$ cat config.mk
export PLATFORM = sky130hd
export DESIGN_NAME = mac_sequencer_flat
export DESIGN_NICKNAME = d
export VERILOG_FILES = /design/src/design/cu_pkg.sv /design/src/design/buf_port_if.sv /design/src/design/mac_sequencer.sv /design/src/flat_wrapper.sv
export SDC_FILE = /design/constraint.sdc
export NUM_CORES = 2
export LEC_CHECK = 0
export ABC_AREA = 1
export ABC_CLOCK_PERIOD_IN_PS = 16600
export BUFFER_PORTS_ARGS = -buffer_cell sky130_fd_sc_hd__clkbuf_2
export CORE_UTILIZATION = 47
export DETAILED_ROUTE_END_ITERATION = 8
export MAX_ROUTING_LAYER = met4
export SLEW_MARGIN = 20
export SYNTH_ARGS = -nofsm -noshare
export SYNTH_HDL_FRONTEND = slang
export SYNTH_SLANG_ARGS = --single-unit
$ cat constraint.sdc
create_clock -name clk -period 16.6 [get_ports clk]
set_input_delay 0 -clock clk [delete_from_list [all_inputs] [get_ports clk]]
set_output_delay 0 -clock clk [all_outputs]
set_load 0.01 [all_outputs]
$ cat src/design/cu_pkg.sv
`default_nettype none

package cu_pkg;

    ////////////////////////////////////////
    // widths and depths
    ////////////////////////////////////////
    localparam int ADDR_W    = 8;
    localparam int LEN_W     = 6;
    localparam int DATA_W    = 16;
    localparam int MEM_DEPTH = 256;
    localparam int BUF_DEPTH = 32;
    localparam int IDX_W     = $clog2(BUF_DEPTH);

    ////////////////////////////////////////
    // csr map
    ////////////////////////////////////////
    localparam int CSR_AW = 3;

    localparam logic [CSR_AW-1:0] CSR_CTRL     = 3'd0;
    localparam logic [CSR_AW-1:0] CSR_IFM_BASE = 3'd1;
    localparam logic [CSR_AW-1:0] CSR_WGT_BASE = 3'd2;
    localparam logic [CSR_AW-1:0] CSR_OFM_BASE = 3'd3;
    localparam logic [CSR_AW-1:0] CSR_IFM_LEN  = 3'd4;
    localparam logic [CSR_AW-1:0] CSR_WGT_LEN  = 3'd5;
    localparam logic [CSR_AW-1:0] CSR_OFM_LEN  = 3'd6;

    // buffer a read transfer fills
    typedef enum logic {
        BUF_IFM,
        BUF_WGT
    } buf_sel_t;

    typedef enum logic [2:0] {
        S_IDLE,
        S_FETCH_IFM,
        S_FETCH_WGT,
        S_START_SEQ,
        S_WAIT_SEQ,
        S_WRITEBACK,
        S_DONE
    } cu_state_t;

endpackage

`default_nettype wire

$ cat src/design/buf_port_if.sv
`timescale 1ns/10ps
`default_nettype none

interface buf_port_if;
    import cu_pkg::*;

    // fill path into ifm / wgt buffers
    logic              fill_en;
    buf_sel_t          fill_target;
    logic [IDX_W-1:0]  fill_idx;
    logic [DATA_W-1:0] fill_data;

    // drain path out of the ofm buffer
    logic [IDX_W-1:0]  drain_idx;
    logic [DATA_W-1:0] drain_data;

    modport engine (
        output fill_en, fill_target, fill_idx, fill_data, drain_idx,
        input  drain_data
    );

    modport seq (
        input  fill_en, fill_target, fill_idx, fill_data, drain_idx,
        output drain_data
    );

endinterface

`default_nettype wire

$ cat src/design/mac_sequencer.sv
`timescale 1ns/10ps
`default_nettype none

module mac_sequencer (
    input  logic                     clk,
    input  logic                     rst,
    buf_port_if.seq                  bufp,
    input  logic                     seq_start,
    input  logic [cu_pkg::LEN_W-1:0] seq_len,
    output logic                     seq_done
);
    import cu_pkg::*;

    logic [DATA_W-1:0] ifm_buf [BUF_DEPTH];
    logic [DATA_W-1:0] wgt_buf [BUF_DEPTH];
    logic [DATA_W-1:0] ofm_buf [BUF_DEPTH];

    logic              running;
    logic [LEN_W-1:0]  len_q;
    logic [LEN_W-1:0]  cnt;
    logic              step;
    logic [IDX_W-1:0]  idx;
    logic [DATA_W-1:0] prod;

    // fill from the dma engine
    always_ff @(posedge clk) begin
        if (bufp.fill_en) begin
            if (bufp.fill_target == BUF_IFM) begin
                ifm_buf[bufp.fill_idx] <= bufp.fill_data;
            end else begin
                wgt_buf[bufp.fill_idx] <= bufp.fill_data;
            end
        end
    end

    ////////////////////////////////////////
    // element sequence
    ////////////////////////////////////////
    always_ff @(posedge clk, posedge rst) begin
        if (rst) begin
            running <= 1'b0;
            len_q   <= '0;
            cnt     <= '0;
        end else if (seq_start) begin
            running <= 1'b1;
            len_q   <= seq_len;
            cnt     <= '0;
        end else if (step) begin
            cnt <= cnt + 1'b1;
        end else if (seq_done) begin
            running <= 1'b0;
        end
    end

    assign step     = running && (cnt != len_q);
    assign seq_done = running && (cnt == len_q);
    assign idx      = cnt[IDX_W-1:0];

    // low DATA_W bits of the product only
    assign prod = ifm_buf[idx] * wgt_buf[idx];

    always_ff @(posedge clk) begin
        if (step) begin
            ofm_buf[idx] <= prod;
        end
    end

    assign bufp.drain_data = ofm_buf[bufp.drain_idx];

endmodule

`default_nettype wire

$ cat src/flat_wrapper.sv
// flat-port wrapper written by rule: the top's interface ports become plain ports
module mac_sequencer_flat import cu_pkg::*;
  (clk, rst, seq_start, seq_len, seq_done, bufp_fill_en, bufp_fill_target, bufp_fill_idx, bufp_fill_data, bufp_drain_idx, bufp_drain_data);
  buf_port_if bufp_i ();
  input  logic clk;
  input  logic rst;
  input  logic seq_start;
  input  logic [cu_pkg::LEN_W-1:0] seq_len;
  output logic seq_done;
  input wire logic [$bits(bufp_i.fill_en)-1:0] bufp_fill_en;
  input wire logic [$bits(bufp_i.fill_target)-1:0] bufp_fill_target;
  input wire logic [$bits(bufp_i.fill_idx)-1:0] bufp_fill_idx;
  input wire logic [$bits(bufp_i.fill_data)-1:0] bufp_fill_data;
  input wire logic [$bits(bufp_i.drain_idx)-1:0] bufp_drain_idx;
  output wire logic [$bits(bufp_i.drain_data)-1:0] bufp_drain_data;
  assign bufp_i.fill_en = bufp_fill_en;
  assign bufp_i.fill_target = bufp_fill_target;
  assign bufp_i.fill_idx = bufp_fill_idx;
  assign bufp_i.fill_data = bufp_fill_data;
  assign bufp_i.drain_idx = bufp_drain_idx;
  assign bufp_drain_data = bufp_i.drain_data;
  mac_sequencer u_core (.clk(clk), .rst(rst), .bufp(bufp_i), .seq_start(seq_start), .seq_len(seq_len), .seq_done(seq_done));
endmodule
==> results.sh <==
export IMPL_synth_cell_type_count=40
export IMPL_regArea_mm2=0.04646
export IMPL_arrival_ps=9730
export IMPL_async_flop_share=0.008393
export IMPL_worst_skew_pair_late_latency_ps=810
export IMPL_multi_input_area_mm2=0.01738
export IMPL_cts_max_path_buffers=3
export IMPL_crit_top_cell="nand2_1"
export IMPL_end_kind="register"
export IMPL_antenna_found_initial=8
export IMPL_cts_htree_levels=4
export IMPL_placementRows=138
export IMPL_synthFlopType="edfxtp_1"
export IMPL_route_detailed_drc=0
export IMPL_area_growth_pct=12.40
export IMPL_path_max_fanout=76
export IMPL_synth_edf_count=1536
export IMPL_vias=44020
export IMPL_synth_cells=5847
export IMPL_dp_hpwl_um=101500
export IMPL_die_y_um=379.1
export IMPL_status="completed"
export IMPL_place_congestion=0.8760
export IMPL_min_period_ps=9429
export IMPL_grt_first_pass_wirelength_um=271600
export IMPL_fmax_mhz=106.1
export IMPL_dr_pass1_iters=7
export IMPL_synth_seq_cells=1549
export IMPL_grt_pass1_vias=41490
export IMPL_die_area_mm2=0.1437
export IMPL_wl_per_cell_um=23.13
export IMPL_grt_max_degree=221
export IMPL_via_per_inst=5.534
export IMPL_finalSetupViolCount=0
export IMPL_drtIter0Drc=4989
export IMPL_skew_ps=37.28
export IMPL_cts_buffers_inserted=162
export IMPL_final_common_cell="edfxtp_1"
export IMPL_grt_setup_unrepaired="false"
export IMPL_ant_nets=0
export IMPL_grt_ovfl_total=0
export IMPL_setup_tns_ps=0
export IMPL_met2_length_um=85650
export IMPL_drt_met1_wl_um=78110
export IMPL_hold_path_class="input port to register"
export IMPL_hold_violations=0
export IMPL_clockRootBuffer="clkbuf_16"
export IMPL_cts_resized=0
export IMPL_syn_avg_cell_area_um2=11.43
export IMPL_drt_total_wl_um=184000
export IMPL_relSlewSlack=0.2492
export IMPL_critical_path_startpoint_type="register"
export IMPL_path_class="register to register"
export IMPL_cpPeakStageDelay_ps=830
export IMPL_ys_seq_area_frac=0.6949
export IMPL_portBuffers=53
export IMPL_mostFrequentLayoutCells="1536 x edfxtp_1, 1353 x nand2_1, 914 x nor2_1"
export IMPL_tightest_slew_ps=1119
export IMPL_synth_nets=6017
export IMPL_cts_tree="done"
export IMPL_path_clk_slew_ps=60
export IMPL_critPathSlowestCell="dfrtp_4"
export IMPL_clock_sinks=1549
export IMPL_max_cap_viol_count=0
export IMPL_slew_violations=0
export IMPL_ys_warn_count=0
export IMPL_top_layer="met4"
export IMPL_fill_cells=12070
export IMPL_syn_area_mm2=0.06684
export IMPL_finalCritPeriodShare=0.5680
export IMPL_drive_above_1_share=0.08251
export IMPL_num_nets_final=6109
export IMPL_fp_dieW_um=379.1
export IMPL_pin_count=54
export IMPL_initial_utilization=0.4732
export IMPL_worstPathRequired_ps=16900
export IMPL_track_usage=0.2644
export IMPL_met3_wirelength_um=13960
export IMPL_core_mm2=0.1412
[critical path: cells and delay by family, from the launching register on]
family	cells	cell delay [ps]
compound gates	4	870
buf+inv	6	1680
fa+ha+maj	7	3090
simple gates	13	2290
flops	1	830
[cell usage after synthesis (all sizes together) (15+ instances only)]
library cell / number / area (um2)
a21oi: 19 / 95.09
a31oi: 17 / 106.4
a32oi: 15 / 131.4
buf: 179 / 1057
clkbuf: 144 / 540.5
edfxtp: 1536 / 46120
fa: 80 / 1602
ha: 53 / 663.1
inv: 443 / 1665
nand2: 1359 / 5116
nand3: 142 / 710.7
nor2: 926 / 3511
nor3: 36 / 180.2
o21ai: 667 / 3338
o221ai: 99 / 867.1
o22ai: 88 / 550.5
[cell type report]
class | instances | share of cell area
clock inverters | 82 | 0.01211
repair buffers | 251 | 0.02603
multi-input cells | 3530 | 0.2313
clock buffers | 203 | 0.05795
flip-flops and latches | 1549 | 0.6183
inverters | 445 | 0.02263
diodes | 5 | 0.0001665
well taps | 1890 | 0.03147
[metrics by stage]
step	setup slack, ps	util	area [um2]	hold WS (ps)	cells
floorplan	9517	-	66840	-123.0	5847
global placement	7191	0.4915	69420	142.1	7622
detailed placement	7206	0.4915	69420	141.6	7622
CTS	7190	0.5318	75110	97.12	7950
global route	6506	0.5320	75130	165.7	7955
finish	7171	0.5320	75130	144.0	7955
[sequential cells by signal (all words and copies together) (netlist names)]
signal / flops
u_core.ifm_buf: 512
u_core.ofm_buf: 512
u_core.wgt_buf: 512
u_core.cnt: 6
u_core.len_q: 6
u_core.running: 1
[kinds of logic (layout without fill, tap and decap cells)]
| kind of cell | count (synthesis) | count (layout) | share of synthesized area |
|---|---|---|---|
| AOI/OAI and AO/OA | 911 | 911 | 0.07708 |
| and+or+nand+nor | 2471 | 2471 | 0.1432 |
| adders and majority gates | 133 | 133 | 0.03388 |
| other | 0 | 5 | 0 |
| xor gates and xnor gates | 15 | 15 | 0.001965 |
| buffers and inverters | 768 | 981 | 0.04893 |
| DFF | 1549 | 1549 | 0.6949 |
[routing by layer]
layer | GRT usage | up-vias
li1 | - | 20200
met1 | 0.3588 | 21780
met2 | 0.4050 | 1731
met3 | 0.03996 | 314
met4 | 0.09662 | 0
met5 | - | -
[final timing paths]
kind / startpoint / end / slack [ps] / cells after the start
setup / recovery: u_core.cnt[0] / u_core.ofm_buf[10][15] / 7170 / 30
hold / removal: bufp_fill_target / u_core.wgt_buf[21][3] / 140 / 4
setup reg to reg: u_core.cnt[0] / u_core.ofm_buf[10][15] / 7170 / 30
hold reg to reg: u_core.cnt[5] / u_core.cnt[5] / 600 / 2
max in group asynchronous: rst / u_core.cnt[1] / 15650 / 4
min in group asynchronous: rst / u_core.len_q[2] / 500 / 4
[what timing repair did]
action,4_1_cts,5_1_grt
buffers inserted,0,0
hold buffers,43,0
endpoints found under the setup margin,0,0
hold endpoints to repair,1392,0
Power is not shown: default switching activity piles up to over one toggle a cycle in this logic, so the estimate is an artifact.
