## config.mk

```make
export PLATFORM = sky130hd
export DESIGN_NAME = csr_bank
export DESIGN_NICKNAME = d
export VERILOG_FILES = /design/src/design/cu_pkg.sv /design/src/design/csr_bank.sv
export SDC_FILE = /design/constraint.sdc
export NUM_CORES = 1
export LEC_CHECK = 0
export BUFFER_PORTS_ARGS = -buffer_cell sky130_fd_sc_hd__buf_4
export CAP_MARGIN = 5
export CORE_MARGIN = 1.5
export CORE_UTILIZATION = 41
export CTS_CLUSTER_SIZE = 25
export DETAILED_ROUTE_END_ITERATION = 8
export PLACE_DENSITY = 0.74
export REMOVE_ABC_BUFFERS = 1
export SLEW_MARGIN = 20
export SYNTH_ARGS = -nofsm -noshare
export SYNTH_HDL_FRONTEND = slang
export SYNTH_SLANG_ARGS = --single-unit
```

## constraint.sdc

```tcl
create_clock -name clk -period 1 [get_ports clk]
set_input_delay 0.05 -clock clk [delete_from_list [all_inputs] [get_ports clk]]
set_output_delay 0.05 -clock clk [all_outputs]
set_load 0.01 [all_outputs]
```

## src/design/cu_pkg.sv

```systemverilog
`default_nettype none

package cu_pkg;

    ////////////////////////////////////////
    // widths and depths
    ////////////////////////////////////////
    localparam int ADDR_W    = 8;
    localparam int LEN_W     = 6;
    localparam int DATA_W    = 16;
    localparam int MEM_DEPTH = 256;
    localparam int BUF_DEPTH = 32;
    localparam int IDX_W     = $clog2(BUF_DEPTH);

    ////////////////////////////////////////
    // csr map
    ////////////////////////////////////////
    localparam int CSR_AW = 3;

    localparam logic [CSR_AW-1:0] CSR_CTRL     = 3'd0;
    localparam logic [CSR_AW-1:0] CSR_IFM_BASE = 3'd1;
    localparam logic [CSR_AW-1:0] CSR_WGT_BASE = 3'd2;
    localparam logic [CSR_AW-1:0] CSR_OFM_BASE = 3'd3;
    localparam logic [CSR_AW-1:0] CSR_IFM_LEN  = 3'd4;
    localparam logic [CSR_AW-1:0] CSR_WGT_LEN  = 3'd5;
    localparam logic [CSR_AW-1:0] CSR_OFM_LEN  = 3'd6;

    // buffer a read transfer fills
    typedef enum logic {
        BUF_IFM,
        BUF_WGT
    } buf_sel_t;

    typedef enum logic [2:0] {
        S_IDLE,
        S_FETCH_IFM,
        S_FETCH_WGT,
        S_START_SEQ,
        S_WAIT_SEQ,
        S_WRITEBACK,
        S_DONE
    } cu_state_t;

endpackage

`default_nettype wire

```

## src/design/csr_bank.sv

```systemverilog
`timescale 1ns/10ps
`default_nettype none

module csr_bank (
    input  logic                      clk,
    input  logic                      rst,
    input  logic                      csr_wr,
    input  logic [cu_pkg::CSR_AW-1:0] csr_addr,
    input  logic [31:0]               csr_wdata,
    output logic [cu_pkg::ADDR_W-1:0] ifm_base,
    output logic [cu_pkg::ADDR_W-1:0] wgt_base,
    output logic [cu_pkg::ADDR_W-1:0] ofm_base,
    output logic [cu_pkg::LEN_W-1:0]  ifm_len,
    output logic [cu_pkg::LEN_W-1:0]  wgt_len,
    output logic [cu_pkg::LEN_W-1:0]  ofm_len,
    output logic                      start_cmd
);
    import cu_pkg::*;

    // config registers keep only their field width
    always_ff @(posedge clk, posedge rst) begin
        if (rst) begin
            ifm_base <= '0;
            wgt_base <= '0;
            ofm_base <= '0;
            ifm_len  <= '0;
            wgt_len  <= '0;
            ofm_len  <= '0;
        end else if (csr_wr) begin
            case (csr_addr)
                CSR_IFM_BASE: ifm_base <= csr_wdata[ADDR_W-1:0];
                CSR_WGT_BASE: wgt_base <= csr_wdata[ADDR_W-1:0];
                CSR_OFM_BASE: ofm_base <= csr_wdata[ADDR_W-1:0];
                CSR_IFM_LEN:  ifm_len  <= csr_wdata[LEN_W-1:0];
                CSR_WGT_LEN:  wgt_len  <= csr_wdata[LEN_W-1:0];
                CSR_OFM_LEN:  ofm_len  <= csr_wdata[LEN_W-1:0];
                default: ;
            endcase
        end
    end

    // start strobe goes high one cycle after the ctrl write
    always_ff @(posedge clk, posedge rst) begin
        if (rst) begin
            start_cmd <= 1'b0;
        end else begin
            start_cmd <= csr_wr && (csr_addr == CSR_CTRL) && csr_wdata[0];
        end
    end

endmodule

`default_nettype wire

```

==> qor_table.md, run 1 <==
| Metric | This run |
| --- | --- |
| Number of different library cells in the post-synthesis netlist | 11 |
| Cell type with the highest aggregate area in the netlist | sky130_fd_sc_hd__dfrtp_1 |
| Worst hold path type | in -> reg |
| Maximum single-stage delay on the critical path | 0.40 ns |
| Start point of the critical path | ifm_base[5] |
| Row count | 23 |
| Final layout net count | 207 |
| RSZ-0062 raised after global routing | false |
| Global routing's busiest layer | met2 |
| Type of the worst setup path | reg -> out |
| Number of top-level pins | 81 |
| Clock buffer count from CTS | 5 |
| Routed via count | 1079 |
| Signed area change from the synthesized netlist to the final layout | 40.5% |
| Wire length of the first global-routing pass | 5690 um |
| Antenna-violating nets left | 0 |
| First-pass DRT Iterations | 4 |
| Congestion Overflow GR | 0 |
| Final HPWL DP | 2600 um |
| Worst hold path startpoint | csr_wdata[2] |
| Setup slack, reg-to-reg | 0.21 ns |
| Dominant cells by area after synthesis | sky130_fd_sc_hd__dfrtp_1 61%, sky130_fd_sc_hd__mux2_4 19%, sky130_fd_sc_hd__mux2_2 13% |
| TritonCTS clock tree | done |
| Core outline area | 4060 sq um |
| Share of final-layout standard cells stronger than drive strength 1 | 66.3% |
| Cell area after synthesis | 1760 sq um |
| Number of remaining DRC errors | 0 |
| Most used flip-flop cell after synthesis | sky130_fd_sc_hd__dfrtp_1 |
| Post-Place Cell Area | 2320 sq um |
| Number of instances in the synthesized netlist | 98 |
| GR Util All Layers | 17.3% |
| Routed via count divided by cell count | 4.93 |
| Num Clock Sinks | 43 |
| Count of H-tree levels built during CTS | 2 |
| Final-report max-slew violation count | 0 |
| Die W | 68.5 um |
| Status | finished, final reports clean |
| Routed WL per cell | 16.7 um |
| Fraction of met3 tracks used by global routing | 2.47% |
| Leak Pwr | 1.20 nW |
| Crit path buffers/inverters | 1 |
| Register bit count reported by yosys | 43 |
| Worst VDD drop | 1260 uV |
| Largest fanout on the critical path | 2 |
| Maximum clock skew at final layout | 0 ns |
| Filler Cells Inserted | 300 |
| Minimum setup slack after placement | -0.0826 ns |
| Resized cells post-CTS | 0 |
| Met1 usage | 21.5% |
| Most numerous cell in the Yosys netlist | sky130_fd_sc_hd__dfrtp_1 |
| Pin count of the biggest net entering global routing | 44 |
| Dominant delay contributor by cell family on the critical path | flip-flops |
| PD cells | 2050 nW/um^2 |
| Post-CTS clock slew at the launch and capture registers of the worst setup and hold paths | 0.08 ns |
| Post-CTS repair timing setup buffer count | 0 |
| Rel. slew slack | 79.1% |
| CP Data Required Time | 0.95 ns |
| Initial Util | 43.3% |
| Die Footprint | 4690 sq um |
| Routability cong. | 0.749 |
| Core occupancy in the finished layout | 60.8% |
| Share of the synthesized area in the top cell type | 61.3% |
| Number of antenna violations at the first check in global routing | 0 |
| Worst skew pair latency | 0.29 ns |
| FF-to-FF Start | wgt_base[5] |
| Max-cap viol count | 0 |
| Synth top cells by count | 43 x sky130_fd_sc_hd__dfrtp_1, 22 x sky130_fd_sc_hd__mux2_4, 20 x sky130_fd_sc_hd__mux2_2, 3 x sky130_fd_sc_hd__and4bb_1, 3 x sky130_fd_sc_hd__buf_6 |
| Worst path arrival time | 0.84 ns |
| Fraction of registers with async set or reset after synthesis | 100% |
| Worst hold slack | 0.0323 ns |
| Worst setup margin | 0.108 ns |
| Clock period minus worst slack | 0.892 ns |
| Number of antenna diodes | 0 |
| Final standard cell area without fillers | 2470 sq um |
| Number of enable-type register cells in the synthesized netlist | 0 |
| Warnings from Yosys | 0 |
| Initial DRC count | 76 |
| Die boundary height | 68.5 um |
| Cell Chain, Critical Path | buf_4 |
| Critical-path cell with the highest stage delay | sky130_fd_sc_hd__dfrtp_1 |
| Setup-violating endpoint count in the final report | 0 |
| CTS Root Buffer Type | sky130_fd_sc_hd__clkbuf_8 |
| Total Routed Length | 3660 um |
| Worst Setup Start Kind | flop |
| Critical Path End Type | output pin |
| Port buffer count | 56 |
| Tightest Pin Transition | 0.313 ns |
| Hold Fails Final Rpt | 0 |
| Maximum buffer depth of the clock tree | 2 |
| Post-route fraction of the period consumed by the critical path | 89.2% |
| GR Util met2 | 29.0% |
| Average cell area after synthesis | 17.9 sq um |
| Peak clock frequency supported by timing | 1.12 GHz |
| Vias in the first global route | 1097 |
| Share of the yosys chip area belonging to registers | 61.3% |
[cell type report]
class	instances	area, sq um	share of cell area [%]
multi-input combinational	50	638	25.8
sequential	43	1080	43.6
tap	50	62.6	2.53
inverter	1	3.75	0.152
timing repair buffer	68	586	23.7
clock inverter	1	30.0	1.22
clock buffer	6	72.6	2.94
[power breakdown]
part	leakage [nW]	total, mW	switching (mW)	internal (mW)
sequential	0.518	2.34	0.230	2.11
combinational	0.627	1.44	0.526	0.914
clock	0.0513	1.28	0.553	0.732
total	1.20	5.07	1.31	3.76
[metrics by stage]
step	power [mW]	setup TNS, ns	std cells
floorplan	3.00	-2.67	94
global placement	3.77	-1.75	207
detailed placement	3.82	-2.06	207
CTS	5.13	0	218
global route	5.35	0	219
finish	5.07	0	219
[final timing paths]
| check | to | depth (start not counted) |
|---|---|---|
| worst max-delay path | ifm_base[5] | 1 |
| worst min-delay path | ifm_base[2] | 2 |
| worst max register to register | wgt_base[5] | 1 |
| worst min register to register | ofm_base[7] | 1 |
| max in group asynchronous | wgt_len[3] | 4 |
| min in group asynchronous | ofm_base[5] | 4 |
[metal layers]
metal,up-vias,wire [um]
li1,492,-
met1,545,1620
met2,37,1840
met3,5,141
met4,0,63
met5,-,0
[flip-flops by register name (all words and copies together), names as in the netlist]
register and count:
ifm_base 8, ifm_len 6, ofm_base 8, ofm_len 6
start_cmd 1, wgt_base 8, wgt_len 6
[cells in the final DEF, fill, tap and decap left out, drive strengths merged]
| cell type | Yosys | routed |
|---|---|---|
| nand3b | 1 | 1 |
| dlygate4sd3 | 0 | 5 |
| nor3 | 1 | 1 |
| clkbuf | 0 | 6 |
| dfrtp | 43 | 43 |
| bufinv | 0 | 1 |
| inv | 1 | 1 |
| nand4b | 3 | 3 |
| buf | 4 | 63 |
| and4bb | 3 | 3 |
| mux2 | 42 | 42 |
[kinds of logic after synthesis]
kind of cell           synth area share [%]
and+or+nand+nor                        4.70
buffers and inverters                  2.42
muxes                                  31.6
DFF                                    61.3
[repair_timing]
item | CTS | global route
hold buffers | 4 | 1
endpoints found under the hold margin | 46 | 1
endpoints found under the setup margin | 0 | 0
Power figures use the tool's default switching activity.
==> run 2: changes to the inputs <==
- CORE_MARGIN: 1.5 -> 2
==> run 2 against run 1 <==
Against the previous run:
- routed wire length rose by 3.0%
- cell count stayed put
- non-clock buffer count decreased by 1
- clock power is 18% lower
- die area is 2.9% higher
- register-to-register slack about the same
- worst setup slack got worse by 0.023 ns
- clock skew unchanged
- via count is 2.4% higher
- critical path depth stayed put
- total power down 4.6%
- critical path type unchanged
- highest routed layer unchanged
==> qor_table.md, run 2 (same netlist as run 1, synthesis figures left out) <==
| Metric | This run |
| --- | --- |
| Maximum clock skew at final layout | 0 ns |
| Routed WL per cell | 17.2 um |
| TritonCTS clock tree | done |
| Most frequent standard cell in the layout excluding fill and tap cells | sky130_fd_sc_hd__buf_4 |
| Post-Place Cell Area | 2300 sq um |
| Worst Setup Start Kind | flop |
| Number of remaining DRC errors | 0 |
| Commonest cells after routing, fill and taps aside | 59 x sky130_fd_sc_hd__buf_4, 43 x sky130_fd_sc_hd__dfrtp_1, 22 x sky130_fd_sc_hd__mux2_4 |
| Routed via count | 1105 |
| Initial DRC count | 33 |
| Largest fanout on the critical path | 2 |
| Worst hold path type | in -> reg |
| Critical Path End Type | output pin |
| Worst skew pair latency | 0.30 ns |
| Setup-violating endpoint count in the final report | 0 |
| Signed area change from the synthesized netlist to the final layout | 38.2% |
| Post-route fraction of the period consumed by the critical path | 91.5% |
| RSZ-0062 raised after global routing | false |
| Clock buffer count from CTS | 5 |
| Dominant delay contributor by cell family on the critical path | flip-flops |
| Core outline area | 4060 sq um |
| Setup slack, reg-to-reg | 0.20 ns |
| Type of the worst setup path | reg -> out |
| Congestion Overflow GR | 0 |
| Hold path endpoint | ifm_base[1] |
| Wire length of the first global-routing pass | 6210 um |
| Final-report max-slew violation count | 0 |
| Share of final-layout standard cells stronger than drive strength 1 | 66.9% |
| Crit path buffers/inverters | 1 |
| CTS Root Buffer Type | sky130_fd_sc_hd__clkbuf_8 |
| Clock period minus worst slack | 0.915 ns |
| Maximum buffer depth of the clock tree | 2 |
| PD cells | 1990 nW/um^2 |
| Die boundary height | 69.5 um |
| Worst hold path startpoint | csr_wdata[1] |
| Routed via count divided by cell count | 5.05 |
| Maximum single-stage delay on the critical path | 0.41 ns |
| Post-cts hold buffer count | 3 |
| Peak clock frequency supported by timing | 1.09 GHz |
| Final HPWL DP | 2820 um |
| Number of top-level pins | 81 |
| Final standard cell area without fillers | 2430 sq um |
| Max-cap viol count | 0 |
| Minimum setup slack after placement | -0.0964 ns |
| Post-CTS clock slew at the launch and capture registers of the worst setup and hold paths | 0.08 ns |
| Port buffer count | 56 |
| Tightest Pin Transition | 0.282 ns |
| CP Data Required Time | 0.95 ns |
| Worst hold stages | 2 |
| Worst VDD drop | 1090 uV |
| Core occupancy in the finished layout | 59.9% |
| Worst path arrival time | 0.86 ns |
| Number of antenna violations at the first check in global routing | 0 |
| Die Footprint | 4820 sq um |
| First-pass DRT Iterations | 3 |
| Number of antenna diodes | 0 |
| Row count | 23 |
| Cell Chain, Critical Path | buf_4 |
| Leak Pwr | 1.17 nW |
| Critical-path cell with the highest stage delay | sky130_fd_sc_hd__dfrtp_1 |
| Die W | 69.5 um |
| Routability cong. | 0.756 |
| Post-CTS repair timing setup buffer count | 0 |
| Status | finished, final reports clean |
| Hold Fails Final Rpt | 0 |
| Num Clock Sinks | 43 |
| Cell count of the worst reg-to-reg path | 1 |
| Rel. slew slack | 81.2% |
| Initial Util | 43.3% |
| Antenna-violating nets left | 0 |
| Count of H-tree levels built during CTS | 2 |
| GR Util All Layers | 16.8% |
| Vias in the first global route | 1243 |
| Pin count of the biggest net entering global routing | 44 |
| Resized cells post-CTS | 0 |
| Largest registers | ifm_base (8), ofm_base (8), wgt_base (8) |
| Total Routed Length | 3770 um |
| Final layout net count | 206 |
| Worst setup margin | 0.0854 ns |
| Capturing point of the worst reg2reg path | ifm_base[4] |
| Worst hold slack | 0.0362 ns |
| FF-to-FF Start | ifm_base[4] |
-- run 2: changes by cell type in the layout (fill, tap and decap cells not counted), sizes merged --
cell and delta:
clkinv +2, bufinv -1, clkinvlp +1, dlygate4sd3 -1
inv -1
-- run 2: worst max path at each step --
stage | start | to | slack, ns | cells after the start
3_3_place_gp | csr_addr[1] | ifm_base[1] | -0.07 | 4
6_report | ifm_base[4] | ifm_base[4] | 0.09 | 1
2_1_floorplan | rst | ifm_base[0] | -0.05 | 1
3_5_place_dp | csr_addr[0] | wgt_base[7] | -0.1 | 4
4_1_cts | ifm_base[4] | ifm_base[4] | 0.09 | 1
5_1_grt | ifm_base[4] | ifm_base[4] | 0.05 | 1
-- run 2: per-layer routing --
metal / vias up / wire, um / track usage, %
met5: - / 0 / 0
met1: 566 / 1500 / 19.5
met4: 0 / 53 / 6.10
met2: 39 / 2030 / 28.8
met3: 5 / 192 / 5.52
li1: 495 / - / -
-- run 2: cell type report --
| class | instances | area [sq um] |
|---|---|---|
| Fill cell | 309 | 1630 |
| Sequential cell | 43 | 1080 |
| Multi-Input combinational cell | 50 | 638 |
| Timing Repair Buffer | 67 | 563 |
| Clock buffer | 6 | 72.6 |
| Tap cell | 50 | 62.6 |
| Clock inverter | 2 | 12.5 |
| Inverter | 1 | 3.75 |
-- run 2: power breakdown --
group	switching [mW]	internal, mW	leakage (nW)
clock network	0.560	0.487	0.0412
logic	0.534	0.910	0.613
registers	0.231	2.11	0.518
total	1.33	3.51	1.17
-- run 2: stage by stage --
| stage | total power, mW | instances | setup TNS [ns] |
|---|---|---|---|
| finish | 4.84 | 219 | 0 |
| floorplan | 3.00 | 94 | -2.67 |
| global placement | 3.78 | 207 | -1.33 |
| detailed placement | 3.83 | 207 | -2.05 |
| CTS | 4.89 | 218 | 0 |
| global route | 5.12 | 219 | 0 |
