`src/design/cu_pkg.sv`:
```
`default_nettype none

package cu_pkg;

    ////////////////////////////////////////
    // widths and depths
    ////////////////////////////////////////
    localparam int ADDR_W    = 8;
    localparam int LEN_W     = 6;
    localparam int DATA_W    = 16;
    localparam int MEM_DEPTH = 256;
    localparam int BUF_DEPTH = 32;
    localparam int IDX_W     = $clog2(BUF_DEPTH);

    ////////////////////////////////////////
    // csr map
    ////////////////////////////////////////
    localparam int CSR_AW = 3;

    localparam logic [CSR_AW-1:0] CSR_CTRL     = 3'd0;
    localparam logic [CSR_AW-1:0] CSR_IFM_BASE = 3'd1;
    localparam logic [CSR_AW-1:0] CSR_WGT_BASE = 3'd2;
    localparam logic [CSR_AW-1:0] CSR_OFM_BASE = 3'd3;
    localparam logic [CSR_AW-1:0] CSR_IFM_LEN  = 3'd4;
    localparam logic [CSR_AW-1:0] CSR_WGT_LEN  = 3'd5;
    localparam logic [CSR_AW-1:0] CSR_OFM_LEN  = 3'd6;

    // buffer a read transfer fills
    typedef enum logic {
        BUF_IFM,
        BUF_WGT
    } buf_sel_t;

    typedef enum logic [2:0] {
        S_IDLE,
        S_FETCH_IFM,
        S_FETCH_WGT,
        S_START_SEQ,
        S_WAIT_SEQ,
        S_WRITEBACK,
        S_DONE
    } cu_state_t;

endpackage

`default_nettype wire

```
`src/design/dma_ch_if.sv`:
```
`timescale 1ns/10ps
`default_nettype none

interface dma_ch_if;
    import cu_pkg::*;

    // request side is held until done
    logic              req;
    logic              write;
    logic [ADDR_W-1:0] addr;
    logic [LEN_W-1:0]  len;
    buf_sel_t          target;

    // one-cycle completion strobe
    logic              done;

    modport ctrl (
        output req, write, addr, len, target,
        input  done
    );

    modport engine (
        input  req, write, addr, len, target,
        output done
    );

endinterface

`default_nettype wire

```
`src/design/layer_ctrl_fsm.sv`:
```
`timescale 1ns/10ps
`default_nettype none

module layer_ctrl_fsm (
    input  logic                      clk,
    input  logic                      rst,
    input  logic                      start_cmd,
    input  logic [cu_pkg::ADDR_W-1:0] ifm_base,
    input  logic [cu_pkg::ADDR_W-1:0] wgt_base,
    input  logic [cu_pkg::ADDR_W-1:0] ofm_base,
    input  logic [cu_pkg::LEN_W-1:0]  ifm_len,
    input  logic [cu_pkg::LEN_W-1:0]  wgt_len,
    input  logic [cu_pkg::LEN_W-1:0]  ofm_len,
    dma_ch_if.ctrl                    dma,
    output logic                      seq_start,
    output logic [cu_pkg::LEN_W-1:0]  seq_len,
    input  logic                      seq_done,
    output logic                      layer_done,
    output cu_pkg::cu_state_t         state
);
    import cu_pkg::*;

    cu_state_t n_state;
    logic      dma_gap;
    logic      dma_phase;

    // buffers hold BUF_DEPTH entries at most
    function automatic logic [LEN_W-1:0] clamp_len(input logic [LEN_W-1:0] len);
        if (len > LEN_W'(BUF_DEPTH)) begin
            return LEN_W'(BUF_DEPTH);
        end
        return len;
    endfunction

    ////////////////////////////////////////
    // state register
    ////////////////////////////////////////
    always_ff @(posedge clk, posedge rst) begin
        if (rst) begin
            state <= S_IDLE;
        end else begin
            state <= n_state;
        end
    end

    // req goes low for the cycle after each done
    always_ff @(posedge clk, posedge rst) begin
        if (rst) begin
            dma_gap <= 1'b0;
        end else begin
            dma_gap <= dma.done;
        end
    end

    assign dma_phase = (state == S_FETCH_IFM) || (state == S_FETCH_WGT)
                    || (state == S_WRITEBACK);

    assign dma.req    = dma_phase && !dma_gap;
    assign seq_start  = (state == S_START_SEQ);
    assign seq_len    = clamp_len(ofm_len);
    assign layer_done = (state == S_DONE);

    ////////////////////////////////////////
    // next state and channel fields
    ////////////////////////////////////////
    always_comb begin
        n_state    = state;
        dma.write  = 1'b0;
        dma.addr   = '0;
        dma.len    = '0;
        dma.target = BUF_IFM;

        case (state)
            S_IDLE: begin
                if (start_cmd) begin
                    n_state = S_FETCH_IFM;
                end
            end

            S_FETCH_IFM: begin
                dma.addr   = ifm_base;
                dma.len    = clamp_len(ifm_len);
                dma.target = BUF_IFM;
                if (dma.done) begin
                    n_state = S_FETCH_WGT;
                end
            end

            S_FETCH_WGT: begin
                dma.addr   = wgt_base;
                dma.len    = clamp_len(wgt_len);
                dma.target = BUF_WGT;
                if (dma.done) begin
                    n_state = S_START_SEQ;
                end
            end

            S_START_SEQ: begin
                n_state = S_WAIT_SEQ;
            end

            S_WAIT_SEQ: begin
                if (seq_done) begin
                    n_state = S_WRITEBACK;
                end
            end

            S_WRITEBACK: begin
                dma.write = 1'b1;
                dma.addr  = ofm_base;
                dma.len   = clamp_len(ofm_len);
                if (dma.done) begin
                    n_state = S_DONE;
                end
            end

            S_DONE: begin
                n_state = S_IDLE;
            end

            default: begin
                n_state = S_IDLE;
            end
        endcase
    end

endmodule

`default_nettype wire

```
`src/flat_wrapper.sv`:
```
// flat-port wrapper written by rule: the top's interface ports become plain ports
module layer_ctrl_fsm_flat import cu_pkg::*;
  (clk, rst, start_cmd, ifm_base, wgt_base, ofm_base, ifm_len, wgt_len, ofm_len, seq_start, seq_len, seq_done, layer_done, state, dma_req, dma_write, dma_addr, dma_len, dma_target, dma_done);
  dma_ch_if dma_i ();
  input  logic clk;
  input  logic rst;
  input  logic start_cmd;
  input  logic [cu_pkg::ADDR_W-1:0] ifm_base;
  input  logic [cu_pkg::ADDR_W-1:0] wgt_base;
  input  logic [cu_pkg::ADDR_W-1:0] ofm_base;
  input  logic [cu_pkg::LEN_W-1:0] ifm_len;
  input  logic [cu_pkg::LEN_W-1:0] wgt_len;
  input  logic [cu_pkg::LEN_W-1:0] ofm_len;
  output logic seq_start;
  output logic [cu_pkg::LEN_W-1:0] seq_len;
  input  logic seq_done;
  output logic layer_done;
  output cu_pkg::cu_state_t state;
  output wire logic [$bits(dma_i.req)-1:0] dma_req;
  output wire logic [$bits(dma_i.write)-1:0] dma_write;
  output wire logic [$bits(dma_i.addr)-1:0] dma_addr;
  output wire logic [$bits(dma_i.len)-1:0] dma_len;
  output wire logic [$bits(dma_i.target)-1:0] dma_target;
  input wire logic [$bits(dma_i.done)-1:0] dma_done;
  assign dma_req = dma_i.req;
  assign dma_write = dma_i.write;
  assign dma_addr = dma_i.addr;
  assign dma_len = dma_i.len;
  assign dma_target = dma_i.target;
  assign dma_i.done = dma_done;
  layer_ctrl_fsm u_core (.clk(clk), .rst(rst), .start_cmd(start_cmd), .ifm_base(ifm_base), .wgt_base(wgt_base), .ofm_base(ofm_base), .ifm_len(ifm_len), .wgt_len(wgt_len), .ofm_len(ofm_len), .dma(dma_i), .seq_start(seq_start), .seq_len(seq_len), .seq_done(seq_done), .layer_done(layer_done), .state(state));
endmodule
```
`config.mk`:
```
export PLATFORM = sky130hd
export DESIGN_NAME = layer_ctrl_fsm_flat
export DESIGN_NICKNAME = d
export VERILOG_FILES = /design/src/design/cu_pkg.sv /design/src/design/dma_ch_if.sv /design/src/design/layer_ctrl_fsm.sv /design/src/flat_wrapper.sv
export SDC_FILE = /design/constraint.sdc
export NUM_CORES = 1
export LEC_CHECK = 0
export BUFFER_PORTS_ARGS = -buffer_cell sky130_fd_sc_hd__buf_2
export CAP_MARGIN = 40
export CORE_UTILIZATION = 35
export CTS_BUF_LIST = sky130_fd_sc_hd__clkbuf_4 sky130_fd_sc_hd__clkbuf_8
export DETAILED_ROUTE_END_ITERATION = 6
export PLACE_DENSITY = 0.84
export SLEW_MARGIN = 40
export SYNTH_ARGS = -nofsm -noshare
export SYNTH_HDL_FRONTEND = slang
export SYNTH_SLANG_ARGS = --single-unit
```
`constraint.sdc`:
```
create_clock -name clk -period 3.4 [get_ports clk]
set_clock_uncertainty 0.1 [all_clocks]
set_input_delay 0 -clock clk [delete_from_list [all_inputs] [get_ports clk]]
set_output_delay 0 -clock clk [all_outputs]
set_load 0.03 [all_outputs]
```
==> results of run 1 <==
==> per-stage QoR <==
step                      hold WS [ns]  cell area, sq um  setup WS, ns  instances
after floorplan                 -0.334               594          1.57         79
after global placement          -0.218               920          1.68        161
after detailed placement        -0.205               920          1.60        161
after CTS                      0.00783               972          1.34        167
after global routing            0.0521               972          1.17        167
final                          0.00430               972          1.33        167
==> registers in the layout, summed over array words and instances (netlist names) <==
register and cells:
u_core.state 3, u_core.dma_gap 1
==> worst max-delay path: stages, from the launching register on <==
cell and delay [ns]:
dfrtp_1 0.78, and3b_1 0.50, a22oi_1 0.16, nand2_1 0.09
buf_2 0.19
==> cells in the mapped netlist (all sizes together) <==
master	number
a21o	2
a22oi	14
a31oi	1
and2	1
and2b	1
and3b	1
and4bb	1
buf	6
clkbuf	2
dfrtp	4
inv	2
mux2i	1
nand2	19
nor2	3
nor2b	6
nor3b	3
nor4b	2
o21ai	9
o31ai	1
==> metal layers <==
| layer | wire, um | vias to the layer above | track usage [%] |
|---|---|---|---|
| met5 | 0 | - | 0 |
| met4 | 36 | 0 | 10.9 |
| met3 | 196 | 5 | 5.11 |
| met2 | 1010 | 51 | 40.0 |
| met1 | 767 | 377 | 22.5 |
| li1 | - | 429 | - |
==> power groups by stage <==
stage	combinational [mW]	clock (mW)	sequential, mW
floorplan	0.463	0	0.106
global placement	0.540	0	0.124
finish	0.548	0.0643	0.127
detailed placement	0.547	0	0.127
global route	0.589	0.0652	0.134
CTS	0.553	0.0641	0.127
==> cell families (layout without fill, tap and decap cells) <==
| kind of cell | count (synthesis) | count (layout) |
|---|---|---|
| multiplexers | 1 | 1 |
| buffers and inverters | 10 | 82 |
| AND/OR/NAND/NOR | 37 | 37 |
| flip-flops | 4 | 4 |
| AO/OA/AOI/OAI | 27 | 27 |
==> layout make-up <==
type / instances / area [sq um]
inverter: 2 / 7.51
timing repair buffer: 77 / 400
sequential: 4 / 100
multi-input combinational: 65 / 422
clock buffer: 3 / 22.5
tap: 16 / 20.0
fill: 150 / 569
==> worst max-delay path by stage <==
stage | start | end | slack [ns] | depth (start not counted)
detailed placement | u_core.state[2] | dma_len[0] | 1.60 | 4
CTS | u_core.state[2] | dma_len[0] | 1.34 | 4
global route | u_core.state[1] | dma_addr[2] | 1.17 | 4
floorplan | u_core.state[1] | dma_req | 1.57 | 4
global placement | u_core.state[2] | dma_len[0] | 1.68 | 4
finish | u_core.state[2] | dma_len[0] | 1.33 | 4
==> cells in the final DEF (no fill, tap or decap) <==
master	Yosys	routed
a21o_1	2	2
nor3b_1	2	2
nor2_1	3	3
dlygate4sd3_1	0	3
buf_2	1	74
and4bb_2	1	1
a31oi_1	1	1
nor4b_4	2	2
and2b_4	1	1
o31ai_1	1	1
dfrtp_1	4	4
and2_1	1	1
nand2_1	19	19
inv_1	2	2
o21ai_1	9	9
and3b_1	1	1
nor2b_1	6	6
a22oi_1	14	14
clkbuf_4	0	3
nor3b_2	1	1
mux2i_1	1	1
==> summary.md, run 1 <==
| Metric | Value |
|---|---|
| Status | `finished, final reports clean` |
| R2R depth | `2` |
| Post-synthesis mux area share | `1.68%` |
| Setup TNS Final | `0 ns` |
| Critical-path maximum fanout | `20` |
| Net Count, Synth | `126` |
| # setup viols final | `0` |
| GPL Wtd Cong | `0.678` |
| Worst reg2reg endpoint | `u_core.state[2]` |
| Final Hold Vio Count | `0` |
| Req. time, crit path | `3.30 ns` |
| Global-route wire length before repair | `3.05 mm` |
| Post-synthesis compound-gate area fraction | `30.1%` |
| Post-layout util | `63.1%` |
| H-tree levels | `1` |
| Worst Hold End | `u_core.state[0]` |
| RSZ-0062 raised after global routing | `no` |
| Starting Density | `38.6%` |
| Switch Pwr | `442 uW` |
| Fin. max-slew vios | `0` |
| P_int | `297 uW` |
| Ant. Diodes | `0` |
| LEAKAGE | `0.560 nW` |
| Critical path data arrival time | `1.97 ns` |
| Number of hold buffers added after cts | `3` |
| Worst-Skew Late Latency | `0.25 ns` |
| TritonCTS buffer count | `3` |
| All-Layer GR Usage | `21.8%` |
| Die X | `43.2 um` |
| Sequential fraction of the synthesis area | `16.8%` |
| Worst hold path depth | `3` |
| Gate Count Post-Synth | `79` |
| Root Buffer | `clkbuf_4` |
| Syn_area_per_cell | `7.52 sq um` |
| Sw Share | `59.8%` |
| Die footprint | `1870 sq um` |
| Max-Cap Viols | `0` |
| Drt total wl | `2.01 mm` |
| Height of the die | `43.2 um` |
| F_max | `0.483 GHz` |
| Routed Antenna Nets | `0` |
| Initial antenna violation count | `0` |
| Core area | `1540 sq um` |
| I/O pins | `75` |
| Critical path class | `flip-flop to output port` |
| Largest family of logic cells by synthesized area | `simple AND/OR/NAND/NOR gates` |
| Post-synthesis adder-cell area fraction | `0%` |
| Share of cells above drive strength 1 | `54.3%` |
| Grt total ovfl | `0` |
| Clk buf depth | `2` |
| Yosys reg bits | `4` |
| WL/cell | `12.0 um` |
| Startpoint types | `flip-flop` |
| Final min period | `2.07 ns` |
| Worst r2r src | `u_core.state[2]` |
| Share of the synthesized area in the top cell type | `17.7%` |
| Slew @ Worst Pin | `0.695 ns` |
| Combinational power share | `74.2%` |
| HPWL Detailed | `1.58 mm` |
| Initial DRC Count | `20` |
| Post-Synth XOR/XNOR Area | `0%` |
| Final period utilization | `60.9%` |
| Rows | `14` |
| Largest net degree at the start of global routing | `21` |
| Via-per-instance ratio | `5.16` |
| Synth top area cells | `a22oi_1, dfrtp_1, nand2_1` |
| Post-layout net count | `200` |
| Clk sinks | `4` |
| Slew headroom | `53.7%` |
| Worst min-delay path class | `primary input to flip-flop` |
| CTS tree | `done` |
| Min-delay src | `start_cmd` |
| Library cells used by synthesis | `22` |
| FF-to-FF setup slack | `2.07 ns` |
| Ys Warns | `0` |
| Clock share of power | `8.7%` |
| Worst setup EP type | `output port` |
| Post-route DRC | `0` |
| Area growth from synthesis to layout | `63.6%` |
| I/O Buffers | `74` |
| Post-synth top area cell | `a22oi_1` |
| DRT Pass-1 Iters | `4` |
| Total power | `739 uW` |
| Post CTS Setup Buffer Count | `0` |
| Post-Synth Simple-Gate Area | `39.2%` |
| Vias in the first global route | `762` |
| Via count | `862` |
| Netlist Area Pre-Place | `594 sq um` |
| Peak supply drop | `0.394 mV` |
| Reg power frac | `17.1%` |
| Power density over the cells | `760 nW/um^2` |
| Clock transition at path regs | `0.04 ns` |
| Post_cts resized | `0` |
(Power assumes the default switching activity.)
==> run 2, diff against run 1 <==
- ABC_AREA: default -> 1
- CORE_UTILIZATION: 35 -> 34
- PLACE_DENSITY: 0.84 -> 0.79
- clock period: 3.4 -> 2.2 ns (I/O delays scaled with it)
==> run 2 against run 1 <==
Net effect: sequential share of layout area shrank 0.79 points; die area grew 11%; critical path type unchanged; final area grew 8.4%; sequential power grew 10%.
==> summary.md, run 2 <==
| Metric | Value |
|---|---|
| Via count | `1031` |
| Peak supply drop | `0.576 mV` |
| GPL Wtd Cong | `0.819` |
| Async SR Flop Fraction | `100%` |
| R2R depth | `7` |
| Finished Layout Cells | `222` |
| Post-route cell area | `1050 sq um` |
| Setup TNS Final | `0 ns` |
| Worst hold path depth | `5` |
| I/O pins | `75` |
| Height of the die | `45.6 um` |
| Post-synth top area cell | `nand2_1` |
| Post-synthesis mux area share | `0%` |
| Yosys reg bits | `4` |
| Max-Cap Viols | `0` |
| Post-Synth Simple-Gate Area | `63.4%` |
| Most common cell after layout, fill and taps aside | `buf_2` |
| Clk sinks | `4` |
| Crit-path slowest cell | `dfrtp_1` |
| DP Worst Slack | `0.728 ns` |
| Top_reg_cell synth | `dfrtp_1` |
| Top post-synthesis cells by count | `nand2_1, nand3_1, inv_1, nor2_1, dfrtp_1` |
| Sequential fraction of the synthesis area | `15.5%` |
| Req. time, crit path | `2.10 ns` |
| Crit path cell chain | `inv_1 -> nand3_2 -> inv_1 -> nand3_1 -> nand3_1 -> buf_2` |
| Post-synthesis adder-cell area fraction | `0%` |
| Final period utilization | `78.4%` |
| Syn_area_per_cell | `5.26 sq um` |
| H-tree levels | `1` |
| Via-per-instance ratio | `4.64` |
| Startpoint types | `flip-flop` |
| Gate Count Post-Synth | `123` |
| Die X | `45.6 um` |
| Initial antenna violation count | `0` |
| Most frequent cells in the layout | `buf_2, nand2_1, nand3_1` |
| Share of the synthesized area in the top cell type | `26.1%` |
| # setup viols final | `0` |
| Largest family of logic cells by synthesized area | `simple AND/OR/NAND/NOR gates` |
| Critical path data arrival time | `1.62 ns` |
| Worst setup EP type | `output port` |
| DRT Pass-1 Iters | `4` |
| Synth top area cells | `nand2_1, nand3_1, dfrtp_1` |
| RSZ-0062 raised after global routing | `no` |
| Core area | `1760 sq um` |
| Largest net degree at the start of global routing | `16` |
| Drt total wl | `2.26 mm` |
| F_max | `0.580 GHz` |
| Top Registers | `u_core.state (3), u_core.dma_gap (1)` |
| Final min period | `1.72 ns` |
| Slew headroom | `77.9%` |
| Clk buf depth | `2` |
| Net Count, Synth | `170` |
| Global-route wire length before repair | `3.37 mm` |
| Max incr delay on CP | `0.41 ns` |
| Ys Warns | `0` |
| Max reg flops | `3` |
| Total power | `1.12 mW` |
| All-Layer GR Usage | `22.2%` |
| Ant. Diodes | `0` |
| Critical path class | `flip-flop to output port` |
| TritonCTS buffer count | `3` |
| Post-layout net count | `246` |
| Routed Antenna Nets | `0` |
| Critical-path maximum fanout | `12` |
| LEAKAGE | `0.677 nW` |
| Clock transition at path regs | `0.03 ns` |
| Final Hold Vio Count | `0` |
| Rows | `15` |
| Status | `finished, final reports clean` |
| Vias in the first global route | `876` |
| Grt total ovfl | `0` |
| Post-synthesis compound-gate area fraction | `5.42%` |
| Initial DRC Count | `11` |
| Count leader, synth | `nand2_1` |
| Fin. max-slew vios | `0` |
| Slew @ Worst Pin | `0.332 ns` |
| Post-Synth XOR/XNOR Area | `0%` |
| Cells after DPL | `217` |
| Worst-Skew Late Latency | `0.23 ns` |
| Number of flops mapped to enable cells by yosys | `0` |
| Die footprint | `2080 sq um` |
| Starting Density | `36.7%` |
| Final worst slack | `0.476 ns` |
| Library cells used by synthesis | `20` |
| Placed cell area | `1010 sq um` |
| Area growth from synthesis to layout | `62.9%` |
| Root Buffer | `clkbuf_4` |
| Netlist Area Pre-Place | `647 sq um` |
| Power density over the cells | `1060 nW/um^2` |
| Worst min-delay path class | `primary input to flip-flop` |
| Share of cells above drive strength 1 | `42.6%` |
| I/O Buffers | `74` |
| Post-route DRC | `0` |
| Largest Register | `u_core.state` |
| CTS tree | `done` |
| WL/cell | `10.2 um` |
| HPWL Detailed | `1.92 mm` |
## run 2: changes by cell type after synthesis, sizes merged, moves of 2 or more
cell | before | now
nand2 | 19 | 46
a21oi | 0 | 2
a21o | 2 | 0
nand3 | 0 | 27
a22oi | 14 | 0
nor2 | 3 | 15
o21ai | 9 | 2
buf | 6 | 3
inv | 2 | 17
nor2b | 6 | 0
nor3b | 3 | 0
nor4b | 2 | 0
## run 2: final timing paths
path / startpoint / slack [ns] / end
min reg2reg: u_core.state[0] / 0.53 / u_core.state[0]
max reg2reg: u_core.state[0] / 0.96 / u_core.state[0]
max in group asynchronous: rst / 1.75 / u_core.state[0]
max: u_core.state[2] / 0.48 / dma_len[1]
min: start_cmd / 0.08 / u_core.state[0]
min in group asynchronous: rst / 0.09 / u_core.dma_gap
## run 2: repair_timing
item / in CTS / in global routing
hold buffers: 2 / 0
resized for setup: 0 / 0
setup buffers: 0 / 0
endpoints found under the hold margin: 6 / 0
setup endpoints to repair: 0 / 0
## run 2: cells by family after synthesis
logic type             count (synthesis)
AO/OA/AOI/OAI                          6
buffers and inverters                 22
flip-flops                             4
AND/OR/NAND/NOR                       91
## run 2: area by class of cell
cell class	instances	area, sq um
Clock buffer	3	22.5
Fill cell	206	711
Inverter	17	63.8
Multi-Input combinational cell	97	445
Sequential cell	4	100
Tap cell	25	31.3
Timing Repair Buffer	76	390
## run 2: layer usage
| layer | share of wire [%] | global-route usage, % |
|---|---|---|
| met5 | 0 | 0 |
| met3 | 10 | 4.76 |
| met1 | 38 | 22.9 |
| met4 | 0.71 | 9.09 |
| met2 | 51 | 42.3 |
## run 2: through the flow
stage / utilization (%) / hold slack, ns
floorplan: - / -0.334
global placement: 57.3 / -0.215
detailed placement: 57.3 / -0.205
CTS: 59.7 / 0.0818
global route: 59.7 / 0.105
finish: 59.7 / 0.0845
## run 2: where the power goes
part / switching (mW) / internal, mW
sequential: 0.0413 / 0.0984
clock: 0.0286 / 0.0609
combinational: 0.640 / 0.253
total: 0.710 / 0.412
## run 2: critical path: cells and delay by family, from the launching register on
| kind | cells | cell delay [ns] |
|---|---|---|
| flip-flops | 1 | 0.41 |
| buffers and inverters | 3 | 0.67 |
| AND/OR/NAND/NOR | 3 | 0.31 |
